--- config.mk ---
export PLATFORM = sky130hd
export DESIGN_NAME = sata_link
export DESIGN_NICKNAME = d
export VERILOG_FILES = /design/src/sata_link_pkg.sv /design/src/prim_decoder.sv /design/src/link_sequencer.sv /design/src/prim_encoder.sv /design/src/completion_reporter.sv /design/src/sata_link.sv
export SDC_FILE = /design/constraint.sdc
export NUM_CORES = 1
export LEC_CHECK = 0
export BUFFER_PORTS_ARGS = -buffer_cell sky130_fd_sc_hd__buf_2
export CAP_MARGIN = 20
export CORE_AREA = 10 10 88 90
export DETAILED_ROUTE_END_ITERATION = 8
export DIE_AREA = 0 0 98 100
export PLACE_DENSITY = 0.85
export SLEW_MARGIN = 15
export SYNTH_ARGS = -nofsm -noshare
export SYNTH_HDL_FRONTEND = slang
export SYNTH_SLANG_ARGS = --single-unit
--- constraint.sdc ---
create_clock -name clk_75m -period 8.5 [get_ports clk_75m]
set_input_delay 0.425 -clock clk_75m [delete_from_list [all_inputs] [get_ports clk_75m]]
set_output_delay 0.425 -clock clk_75m [all_outputs]
set_load 0.02 [all_outputs]
--- src/sata_link_pkg.sv ---
// SATA link layer shared types: primitive dwords, primitive classes, link states, completion codes
`default_nettype none

package sata_link_pkg;

   localparam int WORD_W = 32;                    // One dword per clock

   typedef logic [WORD_W-1:0] prim_word_t;

   // Standard primitive encodings, sent and received with k set
   localparam prim_word_t P_ALIGN = 32'h7B4A_4ABC;
   localparam prim_word_t P_SYNC  = 32'hB5B5_957C;
   localparam prim_word_t P_X_RDY = 32'h5757_B57C;
   localparam prim_word_t P_R_RDY = 32'h4A4A_957C;
   localparam prim_word_t P_SOF   = 32'h3737_B57C;
   localparam prim_word_t P_EOF   = 32'hD5D5_B57C;
   localparam prim_word_t P_HOLD  = 32'hD5D5_AA7C;
   localparam prim_word_t P_HOLDA = 32'h9595_AA7C;
   localparam prim_word_t P_R_IP  = 32'h5555_B57C;
   localparam prim_word_t P_R_OK  = 32'h3535_B57C;
   localparam prim_word_t P_R_ERR = 32'h5656_B57C;
   localparam prim_word_t P_WTRM  = 32'h5858_B57C;

   typedef enum logic [3:0] {
      PRIM_ALIGN, PRIM_SYNC, PRIM_X_RDY, PRIM_R_RDY,
      PRIM_SOF, PRIM_EOF, PRIM_HOLD, PRIM_HOLDA,
      PRIM_R_IP, PRIM_R_OK, PRIM_R_ERR, PRIM_WTRM,
      PRIM_DATA,                                  // k flag clear
      PRIM_OTHER                                  // Unknown k dword
   } prim_class_t;

   typedef enum logic [4:0] {
      // Receive side
      S_IDLE, S_RCV_WAIT_FIFO, S_RCV_CHK_RDY, S_RCV_DATA, S_RCV_HOLD_TX,
      S_RCV_HOLD_ACK, S_RCV_EOF, S_GOOD_CRC, S_GOOD_END, S_BAD_END,
      // Transmit side
      S_SEND_CHK_RDY, S_SEND_SOF, S_SEND_DATA, S_SEND_HOLD_ACK, S_SEND_HOLD,
      S_SEND_CRC, S_SEND_EOF, S_SEND_WAIT, S_SYNC_ESCAPE,
      // Completion report, held until the command layer takes the word
      S_RPT_COLLIDE, S_RPT_TX_SYNC, S_RPT_R_OK, S_RPT_R_ERR,
      S_RPT_RX_SYNC, S_RPT_GOOD, S_RPT_BAD, S_RPT_ABORT
   } link_state_t;

   typedef enum logic [3:0] {
      CMPL_COLLIDE,
      CMPL_TX_SYNC,
      CMPL_R_OK,
      CMPL_R_ERR,
      CMPL_RX_SYNC,
      CMPL_GOOD,
      CMPL_BAD,
      CMPL_ABORT
   } cmpl_code_t;

endpackage

`default_nettype wire

--- src/prim_decoder.sv ---
// Primitive decoder: classifies the incoming dword and reduces transmit FIFO flags
`timescale 1ns/1ps
`default_nettype none

module prim_decoder (
   input  var sata_link_pkg::prim_word_t  rx_char,
   input  wire                            rx_chark,
   input  wire                            fifo_sof,
   input  wire                            fifo_eof,
   input  wire                            fifo_empty,
   input  wire                            fifo_almost_empty,
   output sata_link_pkg::prim_class_t     rx_class,
   output logic                           fifo_data_ok,
   output logic                           fifo_end_ok,
   output logic                           fifo_start_ok
);

   import sata_link_pkg::*;

   logic fifo_low;

   assign fifo_low      = fifo_empty | fifo_almost_empty;
   assign fifo_data_ok  = ~fifo_low & ~fifo_eof;         // Room to keep streaming
   assign fifo_end_ok   = fifo_data_ok | (fifo_low & fifo_eof);
   assign fifo_start_ok = ~fifo_empty & fifo_sof;        // Frame waiting at the head

   always_comb
   begin
      if (!rx_chark)
         rx_class = PRIM_DATA;
      else
      begin
         case (rx_char)
            P_ALIGN: rx_class = PRIM_ALIGN;
            P_SYNC:  rx_class = PRIM_SYNC;
            P_X_RDY: rx_class = PRIM_X_RDY;
            P_R_RDY: rx_class = PRIM_R_RDY;
            P_SOF:   rx_class = PRIM_SOF;
            P_EOF:   rx_class = PRIM_EOF;
            P_HOLD:  rx_class = PRIM_HOLD;
            P_HOLDA: rx_class = PRIM_HOLDA;
            P_R_IP:  rx_class = PRIM_R_IP;
            P_R_OK:  rx_class = PRIM_R_OK;
            P_R_ERR: rx_class = PRIM_R_ERR;
            P_WTRM:  rx_class = PRIM_WTRM;
            default: rx_class = PRIM_OTHER;
         endcase
      end
   end

endmodule

`default_nettype wire

--- src/link_sequencer.sv ---
// Link sequencer: state machine for transmit, receive, hold and collision, with receive strobes
`timescale 1ns/1ps
`default_nettype none

module link_sequencer (
   input  wire                          clk_75m,
   input  wire                          arst_n,
   input  wire                          link_up,
   input  var sata_link_pkg::prim_class_t rx_class,
   input  wire                          fifo_data_ok,
   input  wire                          fifo_end_ok,
   input  wire                          fifo_start_ok,
   input  wire                          tx_pop,
   input  wire                          crc_ok,
   input  wire                          crc_rdy,
   input  wire                          tx_abort,
   input  wire                          rcv_ready,
   input  wire                          rcv_abort,
   input  wire                          cmpl_ready,
   output sata_link_pkg::link_state_t   next_state,
   output logic                         rx_sof,
   output logic                         rx_eof,
   output logic                         rx_datav,
   output logic                         link_idle
);

   import sata_link_pkg::*;

   link_state_t state;
   logic        is_prim;
   logic        rcv_body;

   assign is_prim  = (rx_class != PRIM_DATA);
   assign rcv_body = (state == S_RCV_DATA) || (state == S_RCV_HOLD_TX) ||
                     (state == S_RCV_HOLD_ACK);

   always_ff @(posedge clk_75m or negedge arst_n)
   begin
      if (!arst_n)
         state <= S_IDLE;
      else
         state <= next_state;
   end

   always_comb
   begin
      next_state = state;
      case (state)
         S_IDLE:
            if (fifo_start_ok)
               next_state = S_SEND_CHK_RDY;
            else if (rx_class == PRIM_X_RDY)
               next_state = S_RCV_WAIT_FIFO;
         S_SEND_CHK_RDY:
            if (rx_class == PRIM_R_RDY && fifo_start_ok)
               next_state = S_SEND_SOF;
            else if (rx_class == PRIM_X_RDY)
               next_state = S_RPT_COLLIDE;     // Device won, become receiver
         S_SEND_SOF:
            if (rx_class == PRIM_SYNC)
               next_state = S_RPT_TX_SYNC;
            else if (fifo_start_ok && tx_pop)
               next_state = S_SEND_DATA;
         S_SEND_DATA:
            if (fifo_data_ok && rx_class == PRIM_HOLD)
               next_state = S_SEND_HOLD_ACK;
            else if (rx_class == PRIM_SYNC)
               next_state = S_RPT_TX_SYNC;
            else if (is_prim && fifo_end_ok && !fifo_data_ok)
               next_state = S_SEND_CRC;        // Last word at the head
            else if (is_prim && !fifo_end_ok)
               next_state = S_SEND_HOLD;       // FIFO ran dry
            else if (tx_abort)
               next_state = S_SYNC_ESCAPE;
         S_SEND_HOLD_ACK:
            if (fifo_end_ok && is_prim && rx_class != PRIM_HOLD &&
                rx_class != PRIM_SYNC)
               next_state = S_SEND_DATA;
            else if (rx_class == PRIM_SYNC)
               next_state = S_RPT_TX_SYNC;
            else if (tx_abort)
               next_state = S_SYNC_ESCAPE;
         S_SEND_HOLD:
            if (fifo_end_ok && is_prim && rx_class != PRIM_HOLD &&
                rx_class != PRIM_SYNC && tx_pop)
               next_state = S_SEND_DATA;
            else if (rx_class == PRIM_HOLD)
               next_state = S_SEND_HOLD_ACK;
            else if (rx_class == PRIM_SYNC)
               next_state = S_RPT_TX_SYNC;
            else if (tx_abort)
               next_state = S_SYNC_ESCAPE;
         S_SEND_CRC:
            if (rx_class == PRIM_SYNC)
               next_state = S_RPT_TX_SYNC;
            else if (is_prim && tx_pop)
               next_state = S_SEND_EOF;
         S_SEND_EOF:
            if (rx_class == PRIM_SYNC)
               next_state = S_RPT_TX_SYNC;
            else if (is_prim && tx_pop)
               next_state = S_SEND_WAIT;
         S_SEND_WAIT:
            if (rx_class == PRIM_R_OK)
               next_state = S_RPT_R_OK;
            else if (rx_class == PRIM_R_ERR)
               next_state = S_RPT_R_ERR;
            else if (rx_class == PRIM_SYNC)
               next_state = S_RPT_TX_SYNC;
         S_SYNC_ESCAPE:
            if (rx_class == PRIM_SYNC || rx_class == PRIM_X_RDY)
               next_state = S_IDLE;
         S_RCV_WAIT_FIFO:
            if (rx_class == PRIM_X_RDY && rcv_ready)
               next_state = S_RCV_CHK_RDY;
            else if (is_prim && rx_class != PRIM_X_RDY)
               next_state = S_IDLE;
         S_RCV_CHK_RDY:
            if (rx_class == PRIM_SOF)
               next_state = S_RCV_DATA;
            else if (is_prim && rx_class != PRIM_X_RDY)
               next_state = S_IDLE;
         S_RCV_DATA:
            if (rx_class == PRIM_HOLDA)
               next_state = S_RCV_DATA;
            else if (rx_class == PRIM_EOF)
               next_state = S_RCV_EOF;
            else if (!rcv_ready)
               next_state = S_RCV_HOLD_TX;     // Receive FIFO full
            else if (rx_class == PRIM_HOLD)
               next_state = S_RCV_HOLD_ACK;
            else if (rx_class == PRIM_WTRM)
               next_state = S_BAD_END;
            else if (rx_class == PRIM_SYNC)
               next_state = S_RPT_RX_SYNC;
            else if (rcv_abort)
               next_state = S_RPT_ABORT;
         S_RCV_HOLD_TX:
            if (rcv_ready && rx_class == PRIM_HOLD)
               next_state = S_RCV_HOLD_ACK;
            else if (rx_class == PRIM_EOF)
               next_state = S_RCV_EOF;
            else if (rx_class == PRIM_SYNC)
               next_state = S_RPT_RX_SYNC;
            else if (rcv_abort)
               next_state = S_RPT_ABORT;
            else if (rcv_ready)
               next_state = S_RCV_DATA;
         S_RCV_HOLD_ACK:
            if (rx_class == PRIM_HOLD)
               next_state = S_RCV_HOLD_ACK;
            else if (rx_class == PRIM_EOF)
               next_state = S_RCV_EOF;
            else if (rx_class == PRIM_SYNC)
               next_state = S_RPT_RX_SYNC;
            else if (rcv_abort)
               next_state = S_RPT_ABORT;
            else
               next_state = S_RCV_DATA;        // Device resumed data
         S_RCV_EOF:
            if (crc_rdy)
               next_state = crc_ok ? S_GOOD_CRC : S_BAD_END;
         S_GOOD_CRC:
            next_state = (rx_class == PRIM_SYNC) ? S_RPT_RX_SYNC : S_GOOD_END;
         S_GOOD_END:
            if (rx_class == PRIM_SYNC)
               next_state = S_RPT_GOOD;
         S_BAD_END:
            if (rx_class == PRIM_SYNC)
               next_state = S_RPT_BAD;
         S_RPT_COLLIDE:
            if (cmpl_ready)
               next_state = S_RCV_WAIT_FIFO;
         S_RPT_TX_SYNC, S_RPT_R_OK, S_RPT_R_ERR, S_RPT_RX_SYNC,
         S_RPT_GOOD, S_RPT_BAD, S_RPT_ABORT:
            if (cmpl_ready)
               next_state = S_IDLE;
         default:
            next_state = S_IDLE;
      endcase
      if (!link_up)
         next_state = S_IDLE;                  // Link lost, drop everything
   end

   assign rx_sof    = (state == S_RCV_CHK_RDY) && (rx_class == PRIM_SOF);
   assign rx_eof    = rcv_body && (rx_class == PRIM_EOF);
   assign rx_datav  = rcv_body && (rx_class == PRIM_DATA);
   assign link_idle = (state == S_IDLE);

endmodule

`default_nettype wire

--- src/prim_encoder.sv ---
// Primitive encoder: registers the outgoing primitive or data marker for the next link state
`timescale 1ns/1ps
`default_nettype none

module prim_encoder (
   input  wire                            clk_75m,
   input  wire                            arst_n,
   input  var sata_link_pkg::link_state_t next_state,
   output sata_link_pkg::prim_word_t      tx_char,
   output logic                           tx_chark
);

   import sata_link_pkg::*;

   always_ff @(posedge clk_75m or negedge arst_n)
   begin
      if (!arst_n)
      begin
         tx_char  <= P_SYNC;
         tx_chark <= 1'b1;
      end
      else
      begin
         tx_chark <= 1'b1;
         case (next_state)
            S_SEND_CHK_RDY:  tx_char <= P_X_RDY;
            S_SEND_SOF:      tx_char <= P_SOF;
            S_SEND_DATA, S_SEND_CRC:
            begin
               tx_char  <= '0;                 // Datapath substitutes payload
               tx_chark <= 1'b0;
            end
            S_SEND_EOF:      tx_char <= P_EOF;
            S_SEND_WAIT:     tx_char <= P_WTRM;
            S_SEND_HOLD:     tx_char <= P_HOLD;
            S_SEND_HOLD_ACK: tx_char <= P_HOLDA;
            S_RCV_CHK_RDY:   tx_char <= P_R_RDY;
            S_RCV_DATA, S_RCV_EOF, S_GOOD_CRC:
               tx_char <= P_R_IP;
            S_RCV_HOLD_TX:   tx_char <= P_HOLD;
            S_RCV_HOLD_ACK:  tx_char <= P_HOLDA;
            S_GOOD_END:      tx_char <= P_R_OK;
            S_BAD_END:       tx_char <= P_R_ERR;
            default:         tx_char <= P_SYNC;  // Idle, escape, waits and reports
         endcase
      end
   end

endmodule

`default_nettype wire

--- src/completion_reporter.sv ---
// Completion reporter: completion word, transmit FIFO reset and discard level from the next state
`timescale 1ns/1ps
`default_nettype none

module completion_reporter (
   input  wire                            clk_75m,
   input  wire                            arst_n,
   input  var sata_link_pkg::link_state_t next_state,
   input  wire                            link_up,
   output logic                           cmpl_valid,
   output sata_link_pkg::cmpl_code_t      cmpl_code,
   output logic                           tx_fifo_rst,
   output logic                           tx_discard
);

   import sata_link_pkg::*;

   logic is_rpt;
   logic is_rcv;

   assign is_rpt = next_state inside {S_RPT_COLLIDE, S_RPT_TX_SYNC, S_RPT_R_OK,
                                      S_RPT_R_ERR, S_RPT_RX_SYNC, S_RPT_GOOD,
                                      S_RPT_BAD, S_RPT_ABORT};

   // Whole receive path, including its reports
   assign is_rcv = next_state inside {S_RCV_WAIT_FIFO, S_RCV_CHK_RDY, S_RCV_DATA,
                                      S_RCV_HOLD_TX, S_RCV_HOLD_ACK, S_RCV_EOF,
                                      S_GOOD_CRC, S_GOOD_END, S_BAD_END,
                                      S_RPT_RX_SYNC, S_RPT_GOOD, S_RPT_BAD,
                                      S_RPT_ABORT};

   always_ff @(posedge clk_75m or negedge arst_n)
   begin
      if (!arst_n)
      begin
         cmpl_valid  <= 1'b0;
         tx_fifo_rst <= 1'b1;
         tx_discard  <= 1'b0;
      end
      else
      begin
         cmpl_valid  <= is_rpt;
         tx_fifo_rst <= is_rpt | ~link_up;     // Flush after every transfer
         tx_discard  <= is_rcv;
      end
   end

   always_ff @(posedge clk_75m)
   begin
      case (next_state)
         S_RPT_COLLIDE: cmpl_code <= CMPL_COLLIDE;
         S_RPT_TX_SYNC: cmpl_code <= CMPL_TX_SYNC;
         S_RPT_R_OK:    cmpl_code <= CMPL_R_OK;
         S_RPT_R_ERR:   cmpl_code <= CMPL_R_ERR;
         S_RPT_RX_SYNC: cmpl_code <= CMPL_RX_SYNC;
         S_RPT_GOOD:    cmpl_code <= CMPL_GOOD;
         S_RPT_BAD:     cmpl_code <= CMPL_BAD;
         S_RPT_ABORT:   cmpl_code <= CMPL_ABORT;
         default:       cmpl_code <= cmpl_code;  // Held outside reports
      endcase
   end

endmodule

`default_nettype wire

--- src/sata_link.sv ---
// SATA host link layer control: decoder, sequencer, primitive encoder and completion reporter
`timescale 1ns/1ps
`default_nettype none

module sata_link (
   input  wire                           clk_75m,
   input  wire                           arst_n,
   input  wire                           link_up,
   input  var sata_link_pkg::prim_word_t rx_char,
   input  wire                           rx_chark,
   input  wire                           tx_pop,
   input  wire                           crc_ok,
   input  wire                           crc_rdy,
   input  wire                           fifo_sof,
   input  wire                           fifo_eof,
   input  wire                           fifo_empty,
   input  wire                           fifo_almost_empty,
   input  wire                           tx_abort,
   input  wire                           rcv_ready,
   input  wire                           rcv_abort,
   input  wire                           cmpl_ready,
   output sata_link_pkg::prim_word_t     tx_char,
   output logic                          tx_chark,
   output logic                          rx_sof,
   output logic                          rx_eof,
   output logic                          rx_datav,
   output logic                          cmpl_valid,
   output sata_link_pkg::cmpl_code_t     cmpl_code,
   output logic                          tx_fifo_rst,
   output logic                          tx_discard,
   output logic                          link_idle
);

   import sata_link_pkg::*;

   prim_class_t rx_class;
   link_state_t next_state;
   logic        fifo_data_ok;
   logic        fifo_end_ok;
   logic        fifo_start_ok;

   prim_decoder u_prim_decoder (
      .rx_char           (rx_char),
      .rx_chark          (rx_chark),
      .fifo_sof          (fifo_sof),
      .fifo_eof          (fifo_eof),
      .fifo_empty        (fifo_empty),
      .fifo_almost_empty (fifo_almost_empty),
      .rx_class          (rx_class),
      .fifo_data_ok      (fifo_data_ok),
      .fifo_end_ok       (fifo_end_ok),
      .fifo_start_ok     (fifo_start_ok)
   );

   link_sequencer u_link_sequencer (
      .clk_75m       (clk_75m),
      .arst_n        (arst_n),
      .link_up       (link_up),
      .rx_class      (rx_class),
      .fifo_data_ok  (fifo_data_ok),
      .fifo_end_ok   (fifo_end_ok),
      .fifo_start_ok (fifo_start_ok),
      .tx_pop        (tx_pop),
      .crc_ok        (crc_ok),
      .crc_rdy       (crc_rdy),
      .tx_abort      (tx_abort),
      .rcv_ready     (rcv_ready),
      .rcv_abort     (rcv_abort),
      .cmpl_ready    (cmpl_ready),
      .next_state    (next_state),
      .rx_sof        (rx_sof),
      .rx_eof        (rx_eof),
      .rx_datav      (rx_datav),
      .link_idle     (link_idle)
   );

   prim_encoder u_prim_encoder (
      .clk_75m    (clk_75m),
      .arst_n     (arst_n),
      .next_state (next_state),
      .tx_char    (tx_char),
      .tx_chark   (tx_chark)
   );

   completion_reporter u_completion_reporter (
      .clk_75m     (clk_75m),
      .arst_n      (arst_n),
      .next_state  (next_state),
      .link_up     (link_up),
      .cmpl_valid  (cmpl_valid),
      .cmpl_code   (cmpl_code),
      .tx_fifo_rst (tx_fifo_rst),
      .tx_discard  (tx_discard)
   );

endmodule

`default_nettype wire

==> run_results.csv, run 1 <==
group,metric,value,unit
route,firstDrtPassIters,7,
timing,slew_viol_final,0,
logic_synthesis,ys_ff_latch,24,
setup_path,worstPathMaxFanout,8,
timing,max_freq,243,MHz
floorplan,dieArea,9800,sq um
logic_synthesis,postSynthCellCount,450,
timing,finalSetupViolations,0,
timing,finClkSkew,3.78,ps
placement,dp_hpwl,9670,microns
clocking,cts_hold_buf,0,
global_routing,grt_max_degree,22,
power_and_ir_drop,ir_drop,0.114,mV
logic_synthesis,synth_edf_count,3,
placement,dpl.cell_count,575,
route,first_iter_violations,505,
clocking,tritoncts,"built",
setup_path,timing.rr.start,"u_link_sequencer.state[0]$_DFF_PN0_",
final_layout,layout_commonest_cell,"buf_2",
logic_synthesis,synth_top_area_cell,"dfrtp_1",
timing,period_needed,4110,ps
clocking,clkTransAtPathRegs,90,ps
clocking,ctsResizeCount,0,
timing,timing.hold.ws,98.2,ps
setup_path,crit_buf_inv,1,
power_and_ir_drop,total_power,336,uW
job,maxCapViolCount,0,
timing,slew_headroom,0.385,
final_layout,n_antenna_cell,0,
route,wl_per_cell,21.1,microns
clocking,cts_setup_buffers,0,
timing,rsz0062_at_grt,"no",
setup_path,reg2reg_to,"u_prim_encoder.tx_char[13]$_DFF_PN0_",
setup_path,critical_path.cell_chain,"buf_2 > and4bb_2 > nand4_1 > a2111oi_4 > nor3_1 > o2111ai_1 > o211a_1 > nor4_1 > nor4b_2 > a21oi_1 > nor4_1 > nor2_1",
floorplan,ios,91,
placement,globalplace.congestion,1.03,
final_layout,nFillCells,568,
global_routing,antenna_found_initial,0,
clocking,cts_buffers,3,
timing,hold_viol_final,0,
logic_synthesis,syn_area_per_cell,7.61,sq um
route,ant_nets,0,
clocking,ctsRootBufferMaster,"clkbuf_8",
floorplan,start_util,0.558,
logic_synthesis,synth.area.top_cells,"dfrtp_1 (8.8%), dfstp_2 (6.9%), buf_4 (4.8%)",
logic_synthesis,ys_types,87,
timing,setup_tns,0,ps
final_layout,layout-drive-gt1-share,0.259,
route,via_per_inst,7.09,
floorplan,num_rows,29,
route,vias,4106,
floorplan,die_y,100,microns
global_routing,grt_pass1_wl,19200,microns
route,wl_met1,4730,microns
logic_synthesis,synthesis.area,3420,sq um
global_routing,grt.total_usage,0.228,
placement,port_buffers,85,
logic_synthesis,synth_top_area_share,0.0877,
setup_path,reg2reg_slack,4480,ps
hold_path,hold_path.class,"in2async",
final_layout,fin_util,0.615,
route,drcViolationCount,0,
logic_synthesis,synthFlopType,"dfrtp_1",
logic_synthesis,yosys_warnings,0,
route,wl,12200,microns
setup_path,max_stage_delay,720,ps
clocking,cts.path.max_buffers,2,
final_layout,areaGrowthSynthToFinish,10.2,%
power_and_ir_drop,leakage,1.48,nW
status,status,"finished, final reports clean",
route,dr_wl_met3,1540,microns
setup_path,cp_common_cell,"nor4_1",
logic_synthesis,ys_seq_area_frac,0.183,
setup_path,critPathKind,"in2reg",
setup_path,reg2reg_depth,11,
setup_path,arrival,4290,ps
route,top_layer_used,"met4",
logic_synthesis,synth_async_sr_flop_share,0.875,
final_layout,final_cell_mix,"buf_2 (85), nor2_1 (40), nand2_1 (31)",
global_routing,grt.overflow.total,0,
floorplan,design.core.area,6130,sq um
setup_path,critPathTopFamily,"simple AND/OR/NAND/NOR gates",
setup_path,cp-end-kind,"flip-flop",
timing,fin_crit_sh,0.484,
clocking,insertion_delay,270,ps
power_and_ir_drop,powerDensity,89.0,nW/um^2
setup_path,critical_path.slowest_cell,"nor3_1",
final_layout,stdcell_count,579,
clocking,cts_sinks,24,
global_routing,grt_pass1_vias,3815,
timing,worstMarginPinSlew,914,ps
setup_path,cp.required,8680,ps
route,routed-wl-met2,5390,microns
setup_path,crit_path_start_kind,"input port",
floorplan,die_w,98,microns
final_layout,nets,551,
clocking,h-tree-depth,1,
stage by stage:
step                      cell area, sq um  setup slack, ps
after floorplan                       3440             4850
after global placement                3700             4260
after detailed placement              3700             4270
after CTS                             3770             4530
after global routing                  3770             4100
final                                 3770             4390
report_power, final:
part / switching, mW / internal, mW
clock network: 0.0377 / 0.0630
logic: 0.0686 / 0.0386
registers: 0.00505 / 0.123
total: 0.111 / 0.224
worst max-delay path by stage:
stage                start                                    to  slack, ps  cells past startpoint
2_1_floorplan   rx_char[0]  u_prim_encoder.tx_char[24]$_DFF_PN1_       4850                     14
3_3_place_gp   rx_char[16]  u_prim_encoder.tx_char[26]$_DFF_PN1_       4260                     12
3_5_place_dp    rx_char[0]  u_prim_encoder.tx_char[26]$_DFF_PN1_       4270                     12
4_1_cts         rx_char[0]  u_prim_encoder.tx_char[26]$_DFF_PN1_       4530                     12
5_1_grt        rx_char[16]  u_prim_encoder.tx_char[26]$_DFF_PN1_       4100                     12
6_report       rx_char[18]  u_prim_encoder.tx_char[26]$_DFF_PN1_       4390                     12
cell families after synthesis:
family | synth area share
buffers and inverters | 0.0925
other | 0.00110
XOR/XNOR | 0.00512
multiplexers | 0.00877
AND/OR/NAND/NOR | 0.422
adder cells (fa/ha/maj) | 0.00365
AO/OA/AOI/OAI | 0.284
flip-flops | 0.183
metal layers:
metal,track usage,vias to the layer above
met5,0,-
met4,0.0884,0
met3,0.0652,57
met2,0.369,347
met1,0.280,1849
li1,-,1853
synthesized netlist by cell type, types with 6 or more instances:
library cell  number
nor2_1            40
nand2_1           31
o21ai_0           24
buf_4             22
nor3_1            22
a21oi_1           19
nor4_1            17
nand3_1           15
and3_1            14
clkbuf_1          13
dfrtp_1           12
inv_1             12
nand2b_1          10
nand4_1           10
o21a_1            10
dfstp_2            9
o211ai_1           9
a211oi_1           8
and2_1             7
a221oi_1           6
nor2b_1            6
final cells by class:
| class | instances | area (sq um) | share of cell area |
|---|---|---|---|
| inverter | 13 | 48.8 | 0.0129 |
| multi-input combinational | 375 | 2490 | 0.662 |
| sequential | 24 | 627 | 0.166 |
| clock inverter | 1 | 30.0 | 0.00796 |
| tap | 77 | 96.3 | 0.0255 |
| clock buffer | 3 | 41.3 | 0.0109 |
| timing repair buffer | 86 | 433 | 0.115 |
state kept, by name (all words and copies together) (netlist names):
| register | count |
|---|---|
| u_prim_encoder.tx_char | 12 |
| u_link_sequencer.state | 5 |
| u_completion_reporter.cmpl_code | 3 |
| u_completion_reporter.cmpl_valid | 1 |
| u_completion_reporter.tx_discard | 1 |
| u_completion_reporter.tx_fifo_rst | 1 |
| u_prim_encoder.tx_chark | 1 |
Power figures use the tool's default switching activity.
==> inputs of run 2 (changes only) <==
--- a/config.mk
+++ b/config.mk
@@ -7,10 +7,10 @@
 export LEC_CHECK = 0
 export BUFFER_PORTS_ARGS = -buffer_cell sky130_fd_sc_hd__buf_2
 export CAP_MARGIN = 20
-export CORE_AREA = 10 10 88 90
+export CORE_AREA = 10 10 90 92
 export DETAILED_ROUTE_END_ITERATION = 8
-export DIE_AREA = 0 0 98 100
-export PLACE_DENSITY = 0.85
+export DIE_AREA = 0 0 100 102
+export PLACE_DENSITY = 0.82
 export SLEW_MARGIN = 15
 export SYNTH_ARGS = -nofsm -noshare
 export SYNTH_HDL_FRONTEND = slang
==> constraint.sdc (replaced) <==
create_clock -name clk_75m -period 4.1 [get_ports clk_75m]
set_input_delay 0.205 -clock clk_75m [delete_from_list [all_inputs] [get_ports clk_75m]]
set_output_delay 0.205 -clock clk_75m [all_outputs]
set_load 0.02 [all_outputs]
==> run 2 against run 1 <==
Core utilization increased by 2.2 points. Critical endpoint is now u_prim_encoder.tx_char[13]$_DFF_PN0_. Hold slack got worse by 15 ps. Largest cell class unchanged. Wire length increased by 8.5%.
==> run_results.csv, run 2 (same netlist as run 1, synthesis figures left out) <==
group,metric,value,unit
status,status,"finished, final reports clean",
timing,rsz0062_at_grt,"no",
final_layout,largest_reg_flops,12,
placement,pre_cts_slack,15.2,ps
power_and_ir_drop,clkPwrFrac,0.292,
setup_path,crit_buf_inv,1,
hold_path,hold_start,"link_up",
setup_path,critPathKind,"in2reg",
setup_path,critical_path.slowest_cell,"nor3_1",
timing,layout_setup_ws,257,ps
floorplan,design.core.area,6280,sq um
setup_path,arrival,3980,ps
final_layout,nets,578,
timing,finClkSkew,1.24,ps
job,maxCapViolCount,0,
clocking,tritoncts,"built",
clocking,cts_setup_buffers,0,
power_and_ir_drop,leakage,1.63,nW
power_and_ir_drop,swShare,0.331,
route,drcViolationCount,0,
setup_path,critical_path.cell_chain,"buf_2 > and4bb_2 > nand4_1 > a2111oi_4 > nor3_1 > o2111ai_1 > o211a_1 > nor4_1 > or4b_1 > nor3_2 > nor3_1 > a2111oi_1",
route,wl_per_cell,21.8,microns
final_layout,seq_area,627,sq um
global_routing,grt_max_degree,22,
power_and_ir_drop,total_power,707,uW
placement,placed_area,3890,sq um
timing,slew_headroom,0.448,
route,via_per_inst,6.95,
timing,period_needed,3840,ps
hold_path,hold_end,"u_completion_reporter.tx_fifo_rst$_DFF_PN1_",
placement,globalplace.congestion,1.05,
floorplan,ios,91,
route,first_iter_violations,589,
setup_path,cp-end-kind,"flip-flop",
timing,finalSetupViolations,0,
timing,timing.hold.ws,83.4,ps
clocking,cts.path.max_buffers,2,
timing,max_freq,260,MHz
clocking,insertion_delay,270,ps
final_layout,top_register,"u_prim_encoder.tx_char",
route,wl,13200,microns
route,ant_nets,0,
setup_path,reg2reg_depth,11,
global_routing,grt.total_usage,0.240,
final_layout,nFillCells,583,
hold_path,min_path_cells,2,
global_routing,grt_pass1_vias,3984,
placement,dp_hpwl,10600,microns
final_layout,n_antenna_cell,0,
clocking,ctsRootBufferMaster,"clkbuf_8",
setup_path,reg2reg_slack,420,ps
power_and_ir_drop,p_seq_frac,0.376,
timing,hold_viol_final,0,
final_layout,design_area,4000,sq um
timing,worstMarginPinSlew,820,ps
final_layout,multi_input_area,2520,sq um
clocking,cts_sinks,24,
setup_path,crit_path_start_kind,"input port",
final_layout,final_cell_mix,"buf_2 (85), nor2_1 (40), nand2_1 (31)",
clocking,h-tree-depth,1,
floorplan,die_w,100,microns
clocking,cts_buffers,3,
setup_path,cp.required,4240,ps
global_routing,grt.overflow.total,0,
route,vias,4213,
floorplan,dieArea,10200,sq um
power_and_ir_drop,p_int,473,uW
route,firstDrtPassIters,5,
final_layout,layout-drive-gt1-share,0.301,
timing,slew_viol_final,0,
setup_path,reg2reg_to,"u_prim_encoder.tx_char[13]$_DFF_PN0_",
power_and_ir_drop,power.switching,234,uW
floorplan,die_y,102,microns
placement,port_buffers,85,
setup_path,cp_common_cell,"nor3_1",
final_layout,layout_commonest_cell,"buf_2",
final_layout,top_regs,"u_prim_encoder.tx_char x12, u_link_sequencer.state x5, u_completion_reporter.cmpl_code x3",
setup_path,critPathTopFamily,"simple AND/OR/NAND/NOR gates",
timing,setup_tns,0,ps
global_routing,grt_pass1_wl,20500,microns
setup_path,max_stage_delay,610,ps
power_and_ir_drop,ir_drop,0.256,mV
floorplan,num_rows,29,
clocking,clkTransAtPathRegs,80,ps
hold_path,hold_path.class,"in2reg",
final_layout,areaGrowthSynthToFinish,16.8,%
power_and_ir_drop,p_comb_frac,0.331,
power_and_ir_drop,powerDensity,177,nW/um^2
floorplan,start_util,0.545,
setup_path,timing.rr.start,"u_link_sequencer.state[3]$_DFF_PN0_",
timing,fin_crit_sh,0.937,
global_routing,antenna_found_initial,0,
setup_path,worstPathMaxFanout,6,
-- run 2: changes by cell type in the layout (fill, tap and decap cells not counted), sizes merged --
cell / delta
buf: +26
dlygate4sd3: +1
-- run 2: worst max path at each step --
stage | to | from | slack (ps) | cells after the start
after floorplan | u_prim_encoder.tx_char[24]$_DFF_PN1_ | rx_char[0] | 670 | 14
after global placement | u_prim_encoder.tx_char[26]$_DFF_PN1_ | rx_char[18] | 10 | 13
after detailed placement | u_prim_encoder.tx_char[26]$_DFF_PN1_ | rx_char[0] | 20 | 13
after CTS | u_prim_encoder.tx_char[26]$_DFF_PN1_ | rx_char[0] | 340 | 13
after global routing | u_prim_encoder.tx_char[13]$_DFF_PN0_ | rx_char[18] | 7 | 12
final | u_prim_encoder.tx_char[13]$_DFF_PN0_ | rx_char[18] | 260 | 12
-- run 2: per-layer routing --
layer	up-vias	part of all wire	wire, microns	track usage
met4	0	0.042	560	0.102
met1	1913	0.39	5180	0.304
li1	1890	-	-	-
met3	60	0.12	1540	0.0553
met5	-	0	0	0
met2	350	0.45	5950	0.382
-- run 2: layout make-up --
cell class,instances,share of cell area
Multi-Input combinational cell,375,0.629
Sequential cell,24,0.157
Timing Repair Buffer,113,0.160
Inverter,13,0.0122
Clock inverter,1,0.00751
Tap cell,77,0.0241
Clock buffer,3,0.0103
-- run 2: worst register-to-register path, cell delays in order (launching register included) --
cell and delay, ps:
dfrtp_1 610, nor2_1 320, nand2_1 210, nor3_1 420
a21boi_0 330, o21ai_0 130, and3_1 160, o311a_1 150
and4b_1 310, a21oi_1 410, nor2_1 80, a2111oi_1 430
-- run 2: timing repair --
action,in CTS,in global routing
hold buffers,1,0
resized for setup,0,4
endpoints found under the setup margin,0,5
hold endpoints to repair,12,0
-- run 2: power by group through the flow --
| stage | clock (mW) | sequential [mW] | combinational (mW) |
|---|---|---|---|
| detailed placement | 0 | 0.269 | 0.226 |
| CTS | 0.211 | 0.265 | 0.228 |
| global placement | 0 | 0.269 | 0.223 |
| finish | 0.207 | 0.266 | 0.234 |
| floorplan | 0 | 0.277 | 0.142 |
| global route | 0.217 | 0.266 | 0.251 |
-- run 2: metrics by stage --
stage | cells | util
2_1_floorplan | 454 | -
5_1_grt | 606 | 0.637
3_5_place_dp | 601 | 0.620
4_1_cts | 606 | 0.633
6_report | 606 | 0.637
3_3_place_gp | 601 | 0.620
